`config.mk`:
```
export PLATFORM = sky130hd
export DESIGN_NAME = fe_frontend
export DESIGN_NICKNAME = d
export VERILOG_FILES = /design/src/hw/fe_pkg.sv /design/src/hw/rv_isa_pkg.sv /design/src/hw/fe_bht.sv /design/src/hw/fe_fetch_queue.sv /design/src/hw/fe_frontend.sv /design/src/hw/fe_instr_scan.sv /design/src/hw/fe_pc_gen.sv
export VERILOG_INCLUDE_DIRS = /design/src /design/src/hw
export SDC_FILE = /design/constraint.sdc
export NUM_CORES = 1
export LEC_CHECK = 0
export BUFFER_PORTS_ARGS = -buffer_cell sky130_fd_sc_hd__buf_2
export CAP_MARGIN = 20
export CORE_ASPECT_RATIO = 1.1
export CORE_MARGIN = 2
export CORE_UTILIZATION = 60
export CTS_CLUSTER_SIZE = 16
export DETAILED_ROUTE_END_ITERATION = 10
export GPL_ROUTABILITY_DRIVEN = 0
export HOLD_SLACK_MARGIN = 0.08
export PLACE_DENSITY = 0.84
export SLEW_MARGIN = 5
export SYNTH_ARGS = -nofsm -noshare
export SYNTH_HDL_FRONTEND = slang
export SYNTH_SLANG_ARGS = --single-unit
```
`constraint.sdc`:
```
create_clock -name clk_i -period 10.45 [get_ports clk_i]
set_input_delay 0.5225 -clock clk_i [delete_from_list [all_inputs] [get_ports clk_i]]
set_output_delay 0.5225 -clock clk_i [all_outputs]
set_load 0.01 [all_outputs]
```
`src/hw/fe_defs.svh`:
```
// sizing macros for the fetch frontend, included by every RTL and testbench file that needs them
`ifndef FE_DEFS_SVH
`define FE_DEFS_SVH

// virtual address width
`define FE_VLEN 32

// branch history table entries, indexed by pc bits above the word offset
`define FE_BHT_ENTRIES 16

// fetch queue entries toward decode
`define FE_QUEUE_DEPTH 4

`endif

```
`src/hw/fe_pkg.sv`:
```
// transaction types exchanged by the fetch frontend with memory, back-end and decode
`include "fe_defs.svh"

package fe_pkg;

    // control-flow kind of a fetched instruction
    typedef enum logic [1:0] {
        NoCF,
        Branch,
        Jump,
        JumpR
    } cf_e;

    // ---------------------------------------------
    // memory side
    // ---------------------------------------------
    typedef struct packed {
        logic                valid;
        logic [`FE_VLEN-1:0] vaddr;
        logic                kill;   // cancels the request of the previous cycle
    } fetch_req_t;

    typedef struct packed {
        logic                valid;
        logic [`FE_VLEN-1:0] vaddr;
        logic [31:0]         data;
    } fetch_rsp_t;

    // ---------------------------------------------
    // back-end side
    // ---------------------------------------------
    typedef struct packed {
        logic                valid;
        logic [`FE_VLEN-1:0] pc;
        logic [`FE_VLEN-1:0] target;
        logic                is_taken;
        logic                is_mispredict;
        cf_e                 cf;
    } resolve_t;

    typedef struct packed {
        logic                eret;
        logic [`FE_VLEN-1:0] epc;
        logic                ex_valid;
        logic [`FE_VLEN-1:0] trap_base;
    } redirect_t;

    // one queued instruction toward decode
    typedef struct packed {
        logic [`FE_VLEN-1:0] pc;
        logic [31:0]         instr;
        cf_e                 cf;
        logic                predict_taken;
        logic [`FE_VLEN-1:0] predict_addr;
    } fetch_entry_t;

    // table lookup result
    typedef struct packed {
        logic valid;
        logic taken;
    } bht_pred_t;

endpackage

```
`src/hw/rv_isa_pkg.sv`:
```
// RV32 instruction encoding types, imported by the frontend blocks that decode fetched words
package rv_isa_pkg;

    // base opcodes, only the control-flow ones are decoded in fetch
    typedef enum logic [6:0] {
        LOAD     = 7'b0000011,
        MISC_MEM = 7'b0001111,
        OP_IMM   = 7'b0010011,
        AUIPC    = 7'b0010111,
        STORE    = 7'b0100011,
        OP       = 7'b0110011,
        LUI      = 7'b0110111,
        BRANCH   = 7'b1100011,
        JALR     = 7'b1100111,
        JAL      = 7'b1101111,
        SYSTEM   = 7'b1110011
    } rv_opcode_e;

    // conditional branch layout
    typedef struct packed {
        logic       imm12;
        logic [5:0] imm10_5;
        logic [4:0] rs2;
        logic [4:0] rs1;
        logic [2:0] funct3;
        logic [3:0] imm4_1;
        logic       imm11;
        rv_opcode_e opcode;
    } rv_btype_t;

    // jal layout
    typedef struct packed {
        logic       imm20;
        logic [9:0] imm10_1;
        logic       imm11;
        logic [7:0] imm19_12;
        logic [4:0] rd;
        rv_opcode_e opcode;
    } rv_jtype_t;

    // same 32-bit word, two immediate layouts
    typedef union packed {
        rv_btype_t btype;
        rv_jtype_t jtype;
    } rv_instr_u;

endpackage

```
`src/hw/fe_bht.sv`:
```
// branch history table of 2-bit counters, read with the fetched pc and trained by back-end resolves
`include "fe_defs.svh"
`timescale 1ns/10ps

module fe_bht (
    input  logic                clk_i,
    input  logic                rst_ni,
    input  logic                flush_i,
    input  logic [`FE_VLEN-1:0] pc_i,
    output fe_pkg::bht_pred_t   pred_o,
    input  fe_pkg::resolve_t    resolve_i
);

    import fe_pkg::*;

    localparam int unsigned IDX_W = $clog2(`FE_BHT_ENTRIES);

    logic [`FE_BHT_ENTRIES-1:0] valid_q;
    logic [1:0]                 cnt_q [`FE_BHT_ENTRIES];
    logic [IDX_W-1:0]           rd_idx;
    logic [IDX_W-1:0]           upd_idx;
    logic                       upd;

    // word offset bits are skipped
    assign rd_idx  = pc_i[IDX_W+1:2];
    assign upd_idx = resolve_i.pc[IDX_W+1:2];
    assign upd     = resolve_i.valid & (resolve_i.cf == Branch);

    // combinational read, counter msb is the direction
    always_comb begin
        pred_o.valid = valid_q[rd_idx];
        pred_o.taken = valid_q[rd_idx] & cnt_q[rd_idx][1];
    end

    // ---------------------------------------------
    // valid bits
    // ---------------------------------------------
    always_ff @(posedge clk_i or negedge rst_ni) begin
        if (!rst_ni) begin
            valid_q <= '0;
        end else if (flush_i) begin
            valid_q <= '0;
        end else if (upd) begin
            valid_q[upd_idx] <= 1'b1;
        end
    end

    // ---------------------------------------------
    // saturating counters
    // ---------------------------------------------
    always_ff @(posedge clk_i) begin
        if (upd) begin
            if (!valid_q[upd_idx]) begin
                // first sighting starts weak in the resolved direction
                cnt_q[upd_idx] <= resolve_i.is_taken ? 2'b10 : 2'b01;
            end else if (resolve_i.is_taken && cnt_q[upd_idx] != 2'b11) begin
                cnt_q[upd_idx] <= cnt_q[upd_idx] + 2'b01;
            end else if (!resolve_i.is_taken && cnt_q[upd_idx] != 2'b00) begin
                cnt_q[upd_idx] <= cnt_q[upd_idx] - 2'b01;
            end
        end
    end

endmodule

```
`src/hw/fe_fetch_queue.sv`:
```
// circular FIFO of scanned fetch entries toward decode, reporting room for all requests in flight
`include "fe_defs.svh"
`timescale 1ns/10ps

module fe_fetch_queue (
    input  logic                 clk_i,
    input  logic                 rst_ni,
    input  logic                 flush_i,
    input  logic                 push_i,
    input  fe_pkg::fetch_entry_t entry_i,
    output logic                 room_o,
    output fe_pkg::fetch_entry_t entry_o,
    output logic                 valid_o,
    input  logic                 ready_i
);

    import fe_pkg::*;

    localparam int unsigned DEPTH    = `FE_QUEUE_DEPTH;
    localparam int unsigned PTR_W    = $clog2(DEPTH);
    localparam int unsigned CNT_W    = $clog2(DEPTH + 1);
    // push slot, response register and memory request all need a place
    localparam int unsigned ROOM_MAX = DEPTH - 3;

    fetch_entry_t     mem_q [DEPTH];
    logic [PTR_W-1:0] wr_ptr_q, rd_ptr_q;
    logic [CNT_W-1:0] count_q;
    logic             pop;

    assign valid_o = (count_q != '0);
    assign entry_o = mem_q[rd_ptr_q];
    assign pop     = valid_o & ready_i;
    assign room_o  = (count_q <= CNT_W'(ROOM_MAX));

    // ---------------------------------------------
    // pointers and fill level
    // ---------------------------------------------
    always_ff @(posedge clk_i or negedge rst_ni) begin
        if (!rst_ni) begin
            wr_ptr_q <= '0;
            rd_ptr_q <= '0;
            count_q  <= '0;
        end else if (flush_i) begin
            wr_ptr_q <= '0;
            rd_ptr_q <= '0;
            count_q  <= '0;
        end else begin
            if (push_i) begin
                wr_ptr_q <= (wr_ptr_q == PTR_W'(DEPTH - 1)) ? '0 : wr_ptr_q + 1'b1;
            end
            if (pop) begin
                rd_ptr_q <= (rd_ptr_q == PTR_W'(DEPTH - 1)) ? '0 : rd_ptr_q + 1'b1;
            end
            case ({push_i, pop})
                2'b10:   count_q <= count_q + 1'b1;
                2'b01:   count_q <= count_q - 1'b1;
                default: count_q <= count_q;
            endcase
        end
    end

    // storage, overflow cannot happen while requests wait for room
    always_ff @(posedge clk_i) begin
        if (push_i && !flush_i) begin
            mem_q[wr_ptr_q] <= entry_i;
        end
    end

endmodule

```
`src/hw/fe_frontend.sv`:
```
// RV32 fetch frontend top level, connects memory, back-end resolves and the decode queue
`include "fe_defs.svh"
`timescale 1ns/10ps

module fe_frontend (
    input  logic                 clk_i,
    input  logic                 rst_ni,
    input  logic                 flush_i,
    input  logic [`FE_VLEN-1:0]  boot_addr_i,
    input  fe_pkg::resolve_t     resolve_i,
    input  fe_pkg::redirect_t    redirect_i,
    output fe_pkg::fetch_req_t   fetch_req_o,
    input  fe_pkg::fetch_rsp_t   fetch_rsp_i,
    output fe_pkg::fetch_entry_t fetch_entry_o,
    output logic                 fetch_entry_valid_o,
    input  logic                 fetch_entry_ready_i
);

    import fe_pkg::*;
    import rv_isa_pkg::*;

    // response register
    logic                rsp_valid_q;
    logic [`FE_VLEN-1:0] rsp_vaddr_q;
    rv_instr_u           rsp_instr_q;

    cf_e                 cf;
    logic [`FE_VLEN-1:0] imm;
    bht_pred_t           bht_pred;
    logic                predict_taken;
    logic [`FE_VLEN-1:0] predict_addr;
    fetch_entry_t        entry;
    logic                push;

    logic                is_mispredict;
    logic                clear;        // drops everything fetched so far
    logic                kill;
    logic                queue_room;
    logic                fetch_room;
    logic                fetch_valid;
    logic [`FE_VLEN-1:0] fetch_addr;

    assign is_mispredict = resolve_i.valid & resolve_i.is_mispredict;
    assign clear         = is_mispredict | redirect_i.eret | redirect_i.ex_valid | flush_i;
    // a taken prediction only kills the word behind it, queued entries stay
    assign kill          = clear | predict_taken;
    assign fetch_room    = queue_room & ~flush_i;

    // ---------------------------------------------
    // memory response register
    // ---------------------------------------------
    always_ff @(posedge clk_i or negedge rst_ni) begin
        if (!rst_ni) begin
            rsp_valid_q <= 1'b0;
        end else begin
            rsp_valid_q <= fetch_rsp_i.valid & ~kill;
        end
    end

    always_ff @(posedge clk_i) begin
        if (fetch_rsp_i.valid) begin
            rsp_vaddr_q <= fetch_rsp_i.vaddr;
            rsp_instr_q <= fetch_rsp_i.data;
        end
    end

    // ---------------------------------------------
    // prediction
    // ---------------------------------------------
    always_comb begin
        predict_taken = 1'b0;
        if (rsp_valid_q) begin
            case (cf)
                Jump:    predict_taken = 1'b1;
                // no history yet, backward branches are taken
                Branch:  predict_taken = bht_pred.valid ? bht_pred.taken : imm[`FE_VLEN-1];
                default: predict_taken = 1'b0;
            endcase
        end
    end

    assign predict_addr = rsp_vaddr_q + imm;
    assign push         = rsp_valid_q & ~clear;

    always_comb begin
        entry.pc            = rsp_vaddr_q;
        entry.instr         = rsp_instr_q;
        entry.cf            = cf;
        entry.predict_taken = predict_taken;
        entry.predict_addr  = predict_addr;
    end

    always_comb begin
        fetch_req_o.valid = fetch_valid & ~kill;
        fetch_req_o.vaddr = fetch_addr;
        fetch_req_o.kill  = kill;
    end

    fe_pc_gen u_pc_gen (
        .clk_i           ( clk_i         ),
        .rst_ni          ( rst_ni        ),
        .boot_addr_i     ( boot_addr_i   ),
        .room_i          ( fetch_room    ),
        .predict_taken_i ( predict_taken ),
        .predict_addr_i  ( predict_addr  ),
        .resolve_i       ( resolve_i     ),
        .redirect_i      ( redirect_i    ),
        .fetch_addr_o    ( fetch_addr    ),
        .fetch_valid_o   ( fetch_valid   )
    );

    fe_instr_scan u_instr_scan (
        .instr_i ( rsp_instr_q ),
        .cf_o    ( cf          ),
        .imm_o   ( imm         )
    );

    fe_bht u_bht (
        .clk_i     ( clk_i       ),
        .rst_ni    ( rst_ni      ),
        .flush_i   ( flush_i     ),
        .pc_i      ( rsp_vaddr_q ),
        .pred_o    ( bht_pred    ),
        .resolve_i ( resolve_i   )
    );

    fe_fetch_queue u_fetch_queue (
        .clk_i   ( clk_i               ),
        .rst_ni  ( rst_ni              ),
        .flush_i ( clear               ),
        .push_i  ( push                ),
        .entry_i ( entry               ),
        .room_o  ( queue_room          ),
        .entry_o ( fetch_entry_o       ),
        .valid_o ( fetch_entry_valid_o ),
        .ready_i ( fetch_entry_ready_i )
    );

endmodule

```
`src/hw/fe_instr_scan.sv`:
```
// control-flow scan of one fetched word, used combinationally on the response register
`include "fe_defs.svh"
`timescale 1ns/10ps

module fe_instr_scan (
    input  rv_isa_pkg::rv_instr_u instr_i,
    output fe_pkg::cf_e           cf_o,
    output logic [`FE_VLEN-1:0]   imm_o
);

    import rv_isa_pkg::*;
    import fe_pkg::*;

    logic [`FE_VLEN-1:0] b_imm;
    logic [`FE_VLEN-1:0] j_imm;

    // branch offset, sign from bit 31, bit 0 always zero
    assign b_imm = {{(`FE_VLEN-12){instr_i.btype.imm12}},
                    instr_i.btype.imm11,
                    instr_i.btype.imm10_5,
                    instr_i.btype.imm4_1,
                    1'b0};

    // jal offset, 21 bits before extension
    assign j_imm = {{(`FE_VLEN-20){instr_i.jtype.imm20}},
                    instr_i.jtype.imm19_12,
                    instr_i.jtype.imm11,
                    instr_i.jtype.imm10_1,
                    1'b0};

    // opcode sits at the same place in both views
    always_comb begin
        cf_o  = NoCF;
        imm_o = '0;
        case (instr_i.btype.opcode)
            BRANCH: begin
                cf_o  = Branch;
                imm_o = b_imm;
            end
            JAL: begin
                cf_o  = Jump;
                imm_o = j_imm;
            end
            // target comes from a register, flagged only
            JALR: begin
                cf_o = JumpR;
            end
            default: begin
                cf_o = NoCF;
            end
        endcase
    end

endmodule

```
`src/hw/fe_pc_gen.sv`:
```
// next-PC register and fetch address selection, instantiated once by the frontend top level
`include "fe_defs.svh"
`timescale 1ns/10ps

module fe_pc_gen (
    input  logic                clk_i,
    input  logic                rst_ni,
    input  logic [`FE_VLEN-1:0] boot_addr_i,
    input  logic                room_i,
    input  logic                predict_taken_i,
    input  logic [`FE_VLEN-1:0] predict_addr_i,
    input  fe_pkg::resolve_t    resolve_i,
    input  fe_pkg::redirect_t   redirect_i,
    output logic [`FE_VLEN-1:0] fetch_addr_o,
    output logic                fetch_valid_o
);

    localparam logic [`FE_VLEN-1:0] PC_STEP = 4;

    logic [`FE_VLEN-1:0] npc_d, npc_q;
    logic                rst_load_q;   // first active cycle fetches from boot_addr_i
    logic                run_q;        // no requests until one edge after reset
    logic                is_mispredict;
    logic                issued;

    assign is_mispredict = resolve_i.valid & resolve_i.is_mispredict;

    // a taken prediction kills this cycle's request, so it never counts as issued
    assign fetch_valid_o = room_i & run_q;
    assign issued        = fetch_valid_o & ~predict_taken_i;

    // ---------------------------------------------
    // next pc select, later lines win
    // ---------------------------------------------
    always_comb begin
        fetch_addr_o = rst_load_q ? boot_addr_i : npc_q;
        // hold by default
        npc_d = fetch_addr_o;
        if (predict_taken_i) begin
            npc_d = predict_addr_i;
        end
        // sequential word after a request went out
        if (issued) begin
            npc_d = {fetch_addr_o[`FE_VLEN-1:2], 2'b00} + PC_STEP;
        end
        if (is_mispredict) begin
            npc_d = resolve_i.target;
        end
        if (redirect_i.eret) begin
            npc_d = redirect_i.epc;
        end
        // exceptions override everything
        if (redirect_i.ex_valid) begin
            npc_d = redirect_i.trap_base;
        end
    end

    always_ff @(posedge clk_i or negedge rst_ni) begin
        if (!rst_ni) begin
            npc_q      <= '0;
            rst_load_q <= 1'b1;
            run_q      <= 1'b0;
        end else begin
            npc_q      <= npc_d;
            run_q      <= 1'b1;
            // boot address only stays selected until the first running cycle
            rst_load_q <= rst_load_q & ~run_q;
        end
    end

endmodule

```
# --- Word level (Yosys, flattened, before mapping) ---
# Memories as Yosys holds them, arrays and structs flattened. A register that Yosys moved wholly into a read port is not among the register bits.
# Index checks and enable logic that the tools add are counted.
word_totals:
  ram_bits: 428
  n_memories: 2
  ff_bits: 122
  output_inout_bits: 134
memory_table:
  columns: ["memory", "depth", "width", "read_ports", "rd_clocked_by_memory_dff", "write_ports", "line", "source"]
  rows:
  - ["u_fetch_queue.mem_q", 4, 99, 1, 0, 1, "fe_fetch_queue.sv:25", "fetch_entry_t mem_q [DEPTH];"]
  - ["u_bht.cnt_q", 16, 2, 2, 1, 1, "fe_bht.sv:19", "logic [1:0] cnt_q [`FE_BHT_ENTRIES];"]
op_classes:
  mux: 45
  n_eq_ne: 11
  add_sub_neg: 8
  magnitude_cmp: 4
  n_reduce_logical: 12
  n_bitwise: 23
op_table:
  columns: ["operator", "count"]
  rows:
  - ["$mux W32", 6]
  - ["$pmux W32 S2", 1]
  - ["$add A32 B3 Y32 const B", 1]
  - ["$add A32 B32 Y32", 1]
  - ["$mux W16", 2]
  - ["$eq A7 B7 Y1 const B", 3]
  - ["$mux W1", 19]
  - ["$mux W2", 9]
  - ["$or A16 B16 Y16", 1]
  - ["$and A1 B1 Y1", 11]
  - ["$lt A4 B5 Y1 const B", 2]
  - ["$bmux W1 S4", 2]
  - ["$eq A2 B2 Y1 const B", 4]
  - ["$reduce_bool A2 Y1", 4]
  - ["$add A2 B1 Y2 const B", 3]
  - ["$eq A2 B1 Y1 const B", 3]
  - ["$or A1 B1 Y1", 6]
  - ["$pmux W2 S3", 1]
  - ["$pmux W3 S2", 1]
  - ["$reduce_bool A3 Y1", 2]
  - ["$not A1 Y1", 5]
  - ["$demux W1 S4", 1]
  - ["$ge A4 B1 Y1 const B", 1]
  - ["$logic_and A1 B1 Y1", 4]
  - ["other kinds (9)", 10]

# --- Longest topological paths before layout ---
# Gate-level depths: netlist of the first run.
depth:
  ltp_word: 12
  depth_mapped: 18
  depth_no_buf: 16

# --- By module ---
# A second synthesis of the first run with hierarchy kept.
hier_totals:
  hier_cells: 1648
  area_unflattened_um2: 25403.1
by_module_without_submodules:
  columns: ["module", "area_each_um2", "n_inst", "seq_area_each_um2", "cells_each"]
  rows:
  - ["fe_fetch_queue", 14779.2, 1, 12066.6, 574]
  - ["fe_frontend", 3833.7, 1, 1946.9, 341]
  - ["fe_pc_gen", 3758.6, 1, 852.1, 467]
  - ["fe_bht", 2498.6, 1, 1361.3, 192]
  - ["fe_instr_scan", 533.0, 1, 0.0, 74]

# --- Worst setup path before layout of the first run ---
# No wires, ideal clock.
synth_timing:
  path_kind: "flip-flop to flip-flop"
  from: "reg rsp_instr_q[4] (netlist name)"
  to: "reg u_pc_gen.npc_q[21]"
  arrival_time_ns: 3.815
  path_slack_ns: 6.509
  setup_ns: 0.126
  path_stages_with_launch: 17
  cell_sequence: "edfxtp_1 > and4b_1 > and2_1 > nand2_1 > inv_1 > and2_0 > clkbuf_1 > a22o_1 > ha_1 > and3_1 > a221oi_1 > or2_2 > a21oi_1 > a211oi_1 > mux2i_1 > xnor2_1 > a221o_1"
synth_between:
  elab_chain_cells: 11
  word_cells_on_any_way: 18
  cone_classes: "1 x add/sub; 5 x eq/ne; 10 x mux; 2 x bitwise"
synth_lines:
  columns: ["element", "line", "source"]
  rows:
  - ["start: declaration", "fe_frontend.sv:25", "rv_instr_u rsp_instr_q;"]
  - ["start signal: assignment", "fe_frontend.sv:63", "rsp_instr_q <= fetch_rsp_i.data;"]
  - ["$eq A7 B7 Y1", "fe_instr_scan.sv:35", "case (instr_i.btype.opcode)"]
  - ["$pmux W2 S3 (*)", "fe_instr_scan.sv:35", null]
  - ["net cf[1]", "fe_frontend.sv:27", "cf_e cf;"]
  - ["$eq A2 B1 Y1 / $eq A2 B2 Y1 (equally long branches)", "fe_frontend.sv:73", "case (cf)"]
  - ["$pmux W1 S2 (*)", "fe_frontend.sv:73", null]
  - ["$mux W1 (*)", "fe_frontend.sv:72", "if (rsp_valid_q) begin"]
  - ["$not A1 Y1", "fe_pc_gen.sv:30", "assign issued = fetch_valid_o & ~predict_taken_i;"]
  - ["$and A1 B1 Y1", "fe_pc_gen.sv:30", null]
  - ["$mux W32 (*)", "fe_pc_gen.sv:43", "if (issued) begin"]
  - ["$mux W32 (*)", "fe_pc_gen.sv:46", "if (is_mispredict) begin"]
  - ["$mux W32 (*)", "fe_pc_gen.sv:49", "if (redirect_i.eret) begin"]
  - ["$mux W32 (*)", "fe_pc_gen.sv:53", "if (redirect_i.ex_valid) begin"]
  - ["net u_pc_gen.npc_d[21]", "fe_pc_gen.sv:20", "logic [`FE_VLEN-1:0] npc_d, npc_q;"]
  - ["end signal: assignment", "fe_pc_gen.sv:64", "npc_q <= npc_d;"]
  - ["end: declaration", "fe_pc_gen.sv:20", null]
# Mark *: on every way through the listed nets, which the timed path passes. The rest lies on a longest branch.
# A chain may end at the register's enable or synchronous reset.

# --- Worst setup path after layout of the first run ---
layout_timing:
  from: "reg rsp_instr_q[1] (netlist name)"
  to: "reg u_pc_gen.npc_q[30]"
# Same word-level chain as after synthesis.

==> results of run 1 <==
-- worst register-to-register path, delay by kind of cell (launching register included) --
kind                       cells  cell delay [ps]
AOI/OAI and AO/OA              4             1270
xor gates and xnor gates       1              590
adders and majority gates      1              370
buffers and inverters          1              100
DFF                            1              450
muxes                          1              290
and+or+nand+nor                8             2050
-- worst paths after layout --
kind,startpoint,endpoint,slack (ps),depth (start not counted)
max,rsp_instr_q[1],u_pc_gen.npc_q[30],5250,16
min,rst_ni,u_pc_gen.npc_q[4],80,2
max reg2reg,rsp_instr_q[1],u_pc_gen.npc_q[30],5250,16
min reg2reg,u_pc_gen.run_q,u_pc_gen.rst_load_q,480,1
max in group asynchronous,rst_ni,u_fetch_queue.rd_ptr_q[0],9770,2
min in group clk_i,fetch_rsp_i[33],rsp_vaddr_q[1],110,1
-- power by group through the flow --
stage	Clock, mW	Combinational [mW]	Sequential, mW
after global placement	0	0.255	2.54
after detailed placement	0	0.262	2.54
after floorplan	0	0.146	2.52
after global routing	2.06	0.292	2.50
final	1.95	0.271	2.50
after CTS	1.97	0.268	2.50
-- per-stage QoR --
step	hold WS, ps	util (%)	area [µm²]	power [mW]	setup WS [ps]
final	81.5	71.4	28100	4.72	5250
after global routing	84.9	71.4	28100	4.85	4980
after CTS	81.2	71.3	28100	4.74	5330
after detailed placement	465	66.6	26200	2.81	5370
after global placement	440	66.6	26200	2.80	5500
after floorplan	227	-	24100	2.67	6510
-- cells by family (layout without fill, tap and decap cells) --
group	after synthesis	count (layout)	share of synthesized area, %
DFF	550	550	67.2
muxes	176	176	13.9
other	1	5	0.0156
buffers and inverters	94	483	1.75
AOI/OAI and AO/OA	213	213	5.93
adders and majority gates	34	34	1.80
and+or+nand+nor	338	338	7.18
xor gates and xnor gates	59	59	2.21
-- area by class of cell --
cell class / instances / share of cell area, %
sequential: 550 / 57.6
multi-input combinational: 821 / 26.6
timing repair buffer: 366 / 6.85
clock buffer: 59 / 4.84
tap: 507 / 2.26
clock inverter: 34 / 1.43
inverter: 24 / 0.321
antenna: 4 / 0.0356
-- cells in the final DEF, fill, tap and decap left out, types with 33 or more instances in the layout --
cell,n
a21oi_1,62
buf_2,340
clkbuf_16,53
dfrtp_1,55
edfxtp_1,488
ha_1,33
mux4_2,118
nand2_1,83
nor2_1,86
o21ai_0,40
xnor2_1,44
-- routing by layer --
metal | vias to the layer above | GRT usage, %
li1 | 6533 | -
met1 | 7562 | 38.3
met2 | 839 | 47.6
met3 | 132 | 5.21
met4 | 0 | 11.7
met5 | - | 0
-- flip-flops by register name (all words and copies together), names as in the netlist, 2 cells and up, named ones only --
| register | count |
|---|---|
| u_pc_gen.npc_q | 32 |
| u_bht.cnt_q | 32 |
| u_fetch_queue.count_q | 3 |
| u_fetch_queue.rd_ptr_q | 2 |
| rsp_instr_q | 32 |
| u_fetch_queue.wr_ptr_q | 2 |
| u_bht.valid_q | 16 |
| u_fetch_queue.mem_q | 392 |
| rsp_vaddr_q | 32 |
==> impl_metrics.tcl, run 1 <==
set metrics [dict create \
    status "finished, final reports clean" \
    cts_max_level 2 \
    critPathArrivalTime_ps 5710 \
    netlist_area_um2 24100 \
    postSynth.asyncResetShare_pct 10.5 \
    p_clk_share_pct 41.3 \
    hp-class "input pin to async pin" \
    fin_setup_tns_ps 0 \
    critPathLaunchType "flip-flop" \
    fillCellCount 2531 \
    peakVddDrop_v 0.000120 \
    critPathBufInv 1 \
    ant_nets 0 \
    powerDensity_nw_per_um2 168 \
    endpoint_kind "flip-flop" \
    relSlewSlack_pct 33.4 \
    start_util_pct 61.1 \
    p_leak_nw 10.2 \
    rsz0062_at_grt "no" \
    yosysMostFrequentCell "edfxtp_1" \
    drt-total-wl_um 59400 \
    worstSkewPairLatency_ps 600 \
    drt-initial-drc-count 1417 \
    fin_crit_sh_pct 49.8 \
    multi_input_area_um2 7480 \
    yosys.area.top_type "edfxtp_1" \
    port_buffers 341 \
    track_usage_pct 28.8 \
    placed_cells 2257 \
    slew_violations 0 \
    synthesis.nets 1735 \
    wl_per_cell_um 25.1 \
    switching_share_pct 21.3 \
    cp.required_ps 10960 \
    numCtsBuffers 52 \
    ys_ff_latch 550 \
    max_stage_delay_ps 590 \
    grt_pass1_vias 15198 \
    avgSynthCellArea_um2 16.4 \
    syn_to_final_growth_pct 16.7 \
    synth_area_leaders "edfxtp_1 (61%), mux4_2 (11%), dfrtp_1 (5.9%), ha_1 (1.7%), xnor2_1 (1.6%)" \
    cts.repair.resized 0 \
    synth_seq_area_share_pct 67.2 \
    dp_hpwl_um 39900 \
    holdBufCountCts 11 \
    ys_top_cells_by_count "edfxtp_1 (488), mux4_2 (118), nor2_1 (86)" \
    power.switching_mw 1.00 \
    drive_gt1_share_pct 32.6 \
    rows 76 \
    drc_errors 0 \
    fin_crit_ps 5200 \
    power.internal_mw 3.71 \
    clkSlewWorstSetupHoldPaths_ps 70 \
    setup_viol 0 \
    crit_slowest_cell "xor2_1" \
    path_delay_family "simple AND/OR/NAND/NOR gates" \
    wl_met3_um 5300 \
    synth_flop_cell "edfxtp_1" \
    netlist.area_leader.share_pct 60.9 \
    fmax_mhz 192 \
    avgViaCountPerCell 6.37 \
    grt_max_degree 66 \
    area.sequential_um2 16200 \
    cts_setup_buffers 0 \
    yosysWarnings 0 \
    nets 2085 \
    via_count 15066 \
    maxCapViolCount 0 \
    die_w_um 195 \
    critPathMostFrequentCell "and2_1" \
    drt_pass1_iterations 5 \
    cts_tree "built" \
    top_layer_used "met4" \
    synth_edf_count 488 \
    die-height_um 214 \
    synthCells 1465 \
    grt.overflow.total 0 \
    wl_met2_um 29300 \
    m1WireLength_um 22300 \
    grt_pass1_wl_um 89400 \
    io_pins 370 \
    path_cells "and4b_1, and2_1, nand2_1, inv_1, and2_0, or2_2, and2_1, ha_1, nand3_1, o211ai_1, and4_1, o21ai_0, a31oi_2, mux2i_1, xor2_1, a2bb2oi_1" \
    cts_buffer_depth 3 \
    p_seq_share_pct 53.0 \
    tightest_slew_ps 999 \
    cts_sinks 550 \
    antenna_found_initial 4 \
    core_um2 39400 \
    ys_types 78 \
    criticalPathCategory "flip-flop to flip-flop" \
    cp_max_fo 14 \
    combPwrFrac_pct 5.8 \
    skew_ps 23.9 \
    finalNonFillerCells 2365 \
    dieArea_um2 41700 \
    hold_viol 0 \
    cts_root_buffer "clkbuf_16" \
]
(Power assumes the default switching activity.)
==> run 2: changes to the inputs <==
--- a/config.mk
+++ b/config.mk
@@ -10,12 +10,12 @@
 export CAP_MARGIN = 20
 export CORE_ASPECT_RATIO = 1.1
 export CORE_MARGIN = 2
-export CORE_UTILIZATION = 60
+export CORE_UTILIZATION = 52
 export CTS_CLUSTER_SIZE = 16
 export DETAILED_ROUTE_END_ITERATION = 10
 export GPL_ROUTABILITY_DRIVEN = 0
 export HOLD_SLACK_MARGIN = 0.08
-export PLACE_DENSITY = 0.84
+export PLACE_DENSITY = 0.77
 export SLEW_MARGIN = 5
 export SYNTH_ARGS = -nofsm -noshare
 export SYNTH_HDL_FRONTEND = slang
==> constraint.sdc (replaced) <==
create_clock -name clk_i -period 4.6 [get_ports clk_i]
set_input_delay 0.23 -clock clk_i [delete_from_list [all_inputs] [get_ports clk_i]]
set_output_delay 0.23 -clock clk_i [all_outputs]
set_load 0.01 [all_outputs]
==> impl_metrics.tcl, run 2 (same netlist as run 1, synthesis figures left out) <==
set metrics [dict create \
    status "finished, final reports clean" \
    drt_pass1_iterations 6 \
    antenna_found_initial 4 \
    cp.required_ps 4910 \
    cts_root_buffer "clkbuf_16" \
    numCtsBuffers 54 \
    grt_pass1_vias 15877 \
    critPathArrivalTime_ps 4780 \
    dp_hpwl_um 41100 \
    relSlewSlack_pct 38.4 \
    cts_buffer_depth 3 \
    critPathLaunchType "flip-flop" \
    grt_pass1_wl_um 94500 \
    cts_max_level 2 \
    core_um2 45700 \
    tightest_slew_ps 924 \
    fin_crit_ps 4480 \
    combPwrFrac_pct 6.8 \
    power.internal_mw 8.62 \
    drc_errors 0 \
    clkSlewWorstSetupHoldPaths_ps 60 \
    final_cell_mix "edfxtp_1 (488), buf_2 (340), dlygate4sd3_1 (141)" \
    slew_violations 0 \
    p_clk_share_pct 41.5 \
    largest_register_ffs 392 \
    avgViaCountPerCell 6.02 \
    cts_sinks 550 \
    maxCapViolCount 0 \
    dieArea_um2 48000 \
    rows 82 \
    wl_per_cell_um 24.5 \
    p_total_mw 11.0 \
    grt.overflow.total 0 \
    nets 2231 \
    power.switching_mw 2.37 \
    drt-initial-drc-count 1320 \
    criticalPathCategory "flip-flop to flip-flop" \
    mostFrequentLayoutCell "edfxtp_1" \
    placed_cell_area_um2 26500 \
    die_w_um 209 \
    p_seq_share_pct 51.7 \
    cp_max_fo 8 \
    endpoint_kind "flip-flop" \
    hold_viol 0 \
    skew_ps 17.7 \
    fin_crit_sh_pct 97.3 \
    hp-class "input pin to flip-flop" \
    peakVddDrop_v 0.000287 \
    grt_max_degree 99 \
    fin_setup_tns_ps 0 \
    final_cell_area_um2 29900 \
    track_usage_pct 26.2 \
    io_pins 370 \
    powerDensity_nw_per_um2 368 \
    cts_tree "built" \
    worstSkewPairLatency_ps 590 \
    switching_share_pct 21.6 \
    via_count 15633 \
    fmax_mhz 223 \
    ant_nets 0 \
    port_buffers 341 \
    setup_viol 0 \
    top_register "u_fetch_queue.mem_q" \
    drt-total-wl_um 63500 \
    drive_gt1_share_pct 31.9 \
    die-height_um 230 \
    start_util_pct 52.7 \
    syn_to_final_growth_pct 24.1 \
    hold_ws_ps 131 \
    p_leak_nw 10.9 \
]
run 2: changes by cell type in the layout (fill, tap and decap cells not counted), moves of 2 or more:
cell,change
clkbuf_1,+9
clkbuf_16,+4
a221oi_1,-2
buf_4,+9
xnor2_1,-9
buf_12,+5
dlygate4sd3_1,+130
clkinv_1,-7
clkinvlp_4,+4
xnor2_2,+9
a221oi_2,+2
run 2: worst paths after layout:
kind / startpoint / to / depth (start not counted) / slack [ps]
worst max-delay path: rsp_instr_q[4] / u_fetch_queue.mem_q[3][29] / 16 / 120
worst min register to register: u_pc_gen.run_q / u_pc_gen.rst_load_q / 1 / 480
worst min-delay path: resolve_i[41] / u_bht.valid_q[13] / 3 / 130
min in group asynchronous: rst_ni / u_pc_gen.npc_q[0] / 3 / 330
worst max register to register: rsp_instr_q[4] / u_fetch_queue.mem_q[3][29] / 16 / 120
max in group asynchronous: rst_ni / u_fetch_queue.rd_ptr_q[1] / 3 / 3670
run 2: cell type report:
| type | instances | area, µm² |
|---|---|---|
| Antenna cell | 3 | 7.51 |
| Clock buffer | 71 | 1480 |
| Timing Repair Buffer | 510 | 3390 |
| Fill cell | 3058 | 15800 |
| Multi-Input combinational cell | 821 | 7600 |
| Sequential cell | 550 | 16200 |
| Inverter | 24 | 90.1 |
| Tap cell | 588 | 736 |
| Clock inverter | 29 | 362 |
run 2: power by group through the flow:
stage | logic [mW] | clock network (mW) | registers (mW)
3_5_place_dp | 0.610 | 0 | 5.78
5_1_grt | 0.798 | 4.81 | 5.69
2_1_floorplan | 0.332 | 0 | 5.73
4_1_cts | 0.716 | 4.62 | 5.68
3_3_place_gp | 0.595 | 0 | 5.78
6_report | 0.747 | 4.57 | 5.68
run 2: metal layers:
layer,vias up,global-route usage [%],wire length (µm)
li1,6838,-,-
met4,2,9.35,2200
met3,141,4.89,5090
met1,7820,33.6,24400
met5,-,0,9
met2,832,45.1,31900
run 2: what timing repair did:
item / 4_1_cts / 5_1_grt
resized for setup: 0 / 20
hold buffers: 141 / 0
setup endpoints to repair: 0 / 60
setup buffers: 0 / 1
hold endpoints to repair: 173 / 0
run 2: worst max-delay path, cell delays in order (launching register included):
cell,delay [ps]
edfxtp_1,450
and4b_1,370
and2_1,200
nand2_1,90
inv_1,170
and2_1,290
buf_4,200
nand2_1,70
nand2_1,90
ha_1,300
a21oi_1,240
o21bai_1,140
a21o_1,190
or4_1,390
a211oi_1,360
a32oi_1,150
xnor2_1,480
run 2: stage by stage:
step	cells	worst slack [ps]	utilization (%)
after floorplan	1465	659	-
after global placement	2351	239	58.0
after detailed placement	2351	123	58.0
after CTS	2592	40.1	65.1
after global routing	2596	-178	65.4
final	2596	125	65.4
==> run 3: changes to the inputs <==
--- a/config.mk
+++ b/config.mk
@@ -8,14 +8,15 @@
 export LEC_CHECK = 0
 export BUFFER_PORTS_ARGS = -buffer_cell sky130_fd_sc_hd__buf_2
 export CAP_MARGIN = 20
-export CORE_ASPECT_RATIO = 1.1
+export CORE_ASPECT_RATIO = 0.75
 export CORE_MARGIN = 2
-export CORE_UTILIZATION = 52
+export CORE_UTILIZATION = 60
 export CTS_CLUSTER_SIZE = 16
 export DETAILED_ROUTE_END_ITERATION = 10
 export GPL_ROUTABILITY_DRIVEN = 0
 export HOLD_SLACK_MARGIN = 0.08
-export PLACE_DENSITY = 0.77
+export PLACE_DENSITY = 0.84
+export RECOVER_POWER = 25
 export SLEW_MARGIN = 5
 export SYNTH_ARGS = -nofsm -noshare
 export SYNTH_HDL_FRONTEND = slang
==> constraint.sdc (replaced) <==
create_clock -name clk_i -period 5.6 [get_ports clk_i]
set_input_delay 0.28 -clock clk_i [delete_from_list [all_inputs] [get_ports clk_i]]
set_output_delay 0.28 -clock clk_i [all_outputs]
set_load 0.01 [all_outputs]
==> impl_metrics.tcl, run 3 (same netlist as run 1, synthesis figures left out) <==
set metrics [dict create \
    peakVddDrop_v 0.000259 \
    wl_per_cell_um 25.5 \
    hp-class "input pin to flip-flop" \
    ant_nets 0 \
    combPwrFrac_pct 6.9 \
    fin_setup_tns_ps 0 \
    die_w_um 235 \
    cts_root_buffer "clkbuf_16" \
    avgViaCountPerCell 6.40 \
    setup_viol 0 \
    skew_ps 27.6 \
    grt.busiest_layer "met2" \
    power.switching_mw 1.88 \
    fin_crit_ps 5170 \
    dieArea_um2 41800 \
    criticalPathCategory "flip-flop to flip-flop" \
    drt-initial-drc-count 1935 \
    track_usage_pct 30.0 \
    final_core_util_pct 73.5 \
    numCtsBuffers 50 \
    p_clk_share_pct 38.3 \
    critPathArrivalTime_ps 5680 \
    antenna_found_initial 2 \
    drt_pass1_iterations 6 \
    clkSlewWorstSetupHoldPaths_ps 70 \
    grt_pass1_vias 15577 \
    placed_cells 2273 \
    p_seq_share_pct 54.7 \
    start_util_pct 60.8 \
    grt.overflow.total 0 \
    drive_gt1_share_pct 29.8 \
    fin_crit_sh_pct 92.4 \
    grt_util_met3_pct 5.68 \
    io_pins 370 \
    hold_ws_ps 98.9 \
    power.internal_mw 6.65 \
    grt_pass1_wl_um 93600 \
    tightest_slew_ps 1070 \
    fmax_mhz 193 \
    mostFrequentLayoutCell "edfxtp_1" \
    slew_violations 0 \
    cts_max_level 2 \
    fillCellCount 2367 \
    cp_max_fo 14 \
    port_buffers 341 \
    met2_usage_pct 48.6 \
    cts_buffer_depth 3 \
    status "finished, final reports clean" \
    dp_hpwl_um 40500 \
    top_register "u_fetch_queue.mem_q" \
    grt_max_degree 70 \
    die-height_um 177 \
    drt-total-wl_um 63400 \
    worstSkewPairLatency_ps 580 \
    cp.required_ps 6110 \
    gr-usage-met1_pct 41.9 \
    cts_sinks 550 \
    largest_register_ffs 392 \
    nets 2198 \
    syn_to_final_growth_pct 20.9 \
    relSlewSlack_pct 28.7 \
    rsz0062_at_grt "no" \
    via_count 15938 \
    drc_errors 0 \
    switching_share_pct 22.0 \
    core_um2 39600 \
    finalNonFillerCells 2489 \
    hold_viol 0 \
    rows 63 \
    endpoint_kind "flip-flop" \
    powerDensity_nw_per_um2 293 \
    p_leak_nw 10.5 \
    final_cell_mix "edfxtp_1 (488), buf_2 (320), dlygate4sd3_1 (120)" \
    maxCapViolCount 0 \
    critPathLaunchType "flip-flop" \
    cts_tree "built" \
]
==> run 3: worst paths after layout <==
check / from / to / slack, ps / cells past startpoint
setup / recovery: rsp_instr_q[1] / u_pc_gen.npc_q[30] / 430 / 17
hold / removal: redirect_i[64] / u_pc_gen.npc_q[31] / 100 / 3
setup reg to reg: rsp_instr_q[1] / u_pc_gen.npc_q[30] / 430 / 17
hold reg to reg: u_pc_gen.run_q / u_pc_gen.rst_load_q / 500 / 1
max in group asynchronous: rst_ni / u_fetch_queue.rd_ptr_q[0] / 4560 / 3
min in group asynchronous: rst_ni / u_pc_gen.npc_q[4] / 430 / 3
==> run 3: critical path: stages, from the launching register on <==
cell	delay (ps)
edfxtp_1	450
and4b_1	330
and2_1	200
nand2_1	90
inv_1	110
and2_2	300
or2_2	360
and2_1	180
ha_1	370
a21oi_1	90
o21ai_0	430
a21o_1	210
o21ai_0	170
a31oi_4	410
mux2i_1	290
xor2_1	370
a2bb2oi_1	210
dlygate4sd3_1	560
==> run 3: per-layer routing <==
| metal | vias to the layer above | wire length, µm |
|---|---|---|
| met3 | 160 | 5920 |
| li1 | 6776 | - |
| met5 | - | 0 |
| met1 | 8014 | 24500 |
| met4 | 0 | 2140 |
| met2 | 988 | 30900 |
==> run 3: metrics by stage <==
step                      total power [mW]  area [µm²]  setup slack [ps]
after floorplan                       4.98       24100              1660
after global routing                  8.76       29100              67.2
final                                 8.53       29100               427
after CTS                             8.54       29100              74.5
after global placement                5.22       26300               863
after detailed placement              5.24       26300               577
==> run 3: power groups by stage <==
stage / logic, mW / registers, mW / clock network, mW
global route: 0.626 / 4.67 / 3.46
detailed placement: 0.489 / 4.75 / 0
finish: 0.590 / 4.67 / 3.27
floorplan: 0.273 / 4.70 / 0
CTS: 0.568 / 4.66 / 3.30
global placement: 0.475 / 4.74 / 0
==> run 3: area by class of cell <==
cell class | instances | area [µm²] | share of cell area (%)
flip-flops and latches | 550 | 16200 | 55.7
diodes | 1 | 2.50 | 0.00860
multi-input cells | 821 | 7500 | 25.8
clock inverters | 31 | 205 | 0.705
inverters | 24 | 90.1 | 0.310
clock buffers | 61 | 1350 | 4.65
repair buffers | 481 | 3090 | 10.6
well taps | 520 | 651 | 2.24
==> run 3: what timing repair did <==
item,4_1_cts,5_1_grt
buffers inserted,0,3
setup endpoints to repair,0,8
hold buffers,120,0
endpoints found under the hold margin,152,0
gates resized for setup,0,4
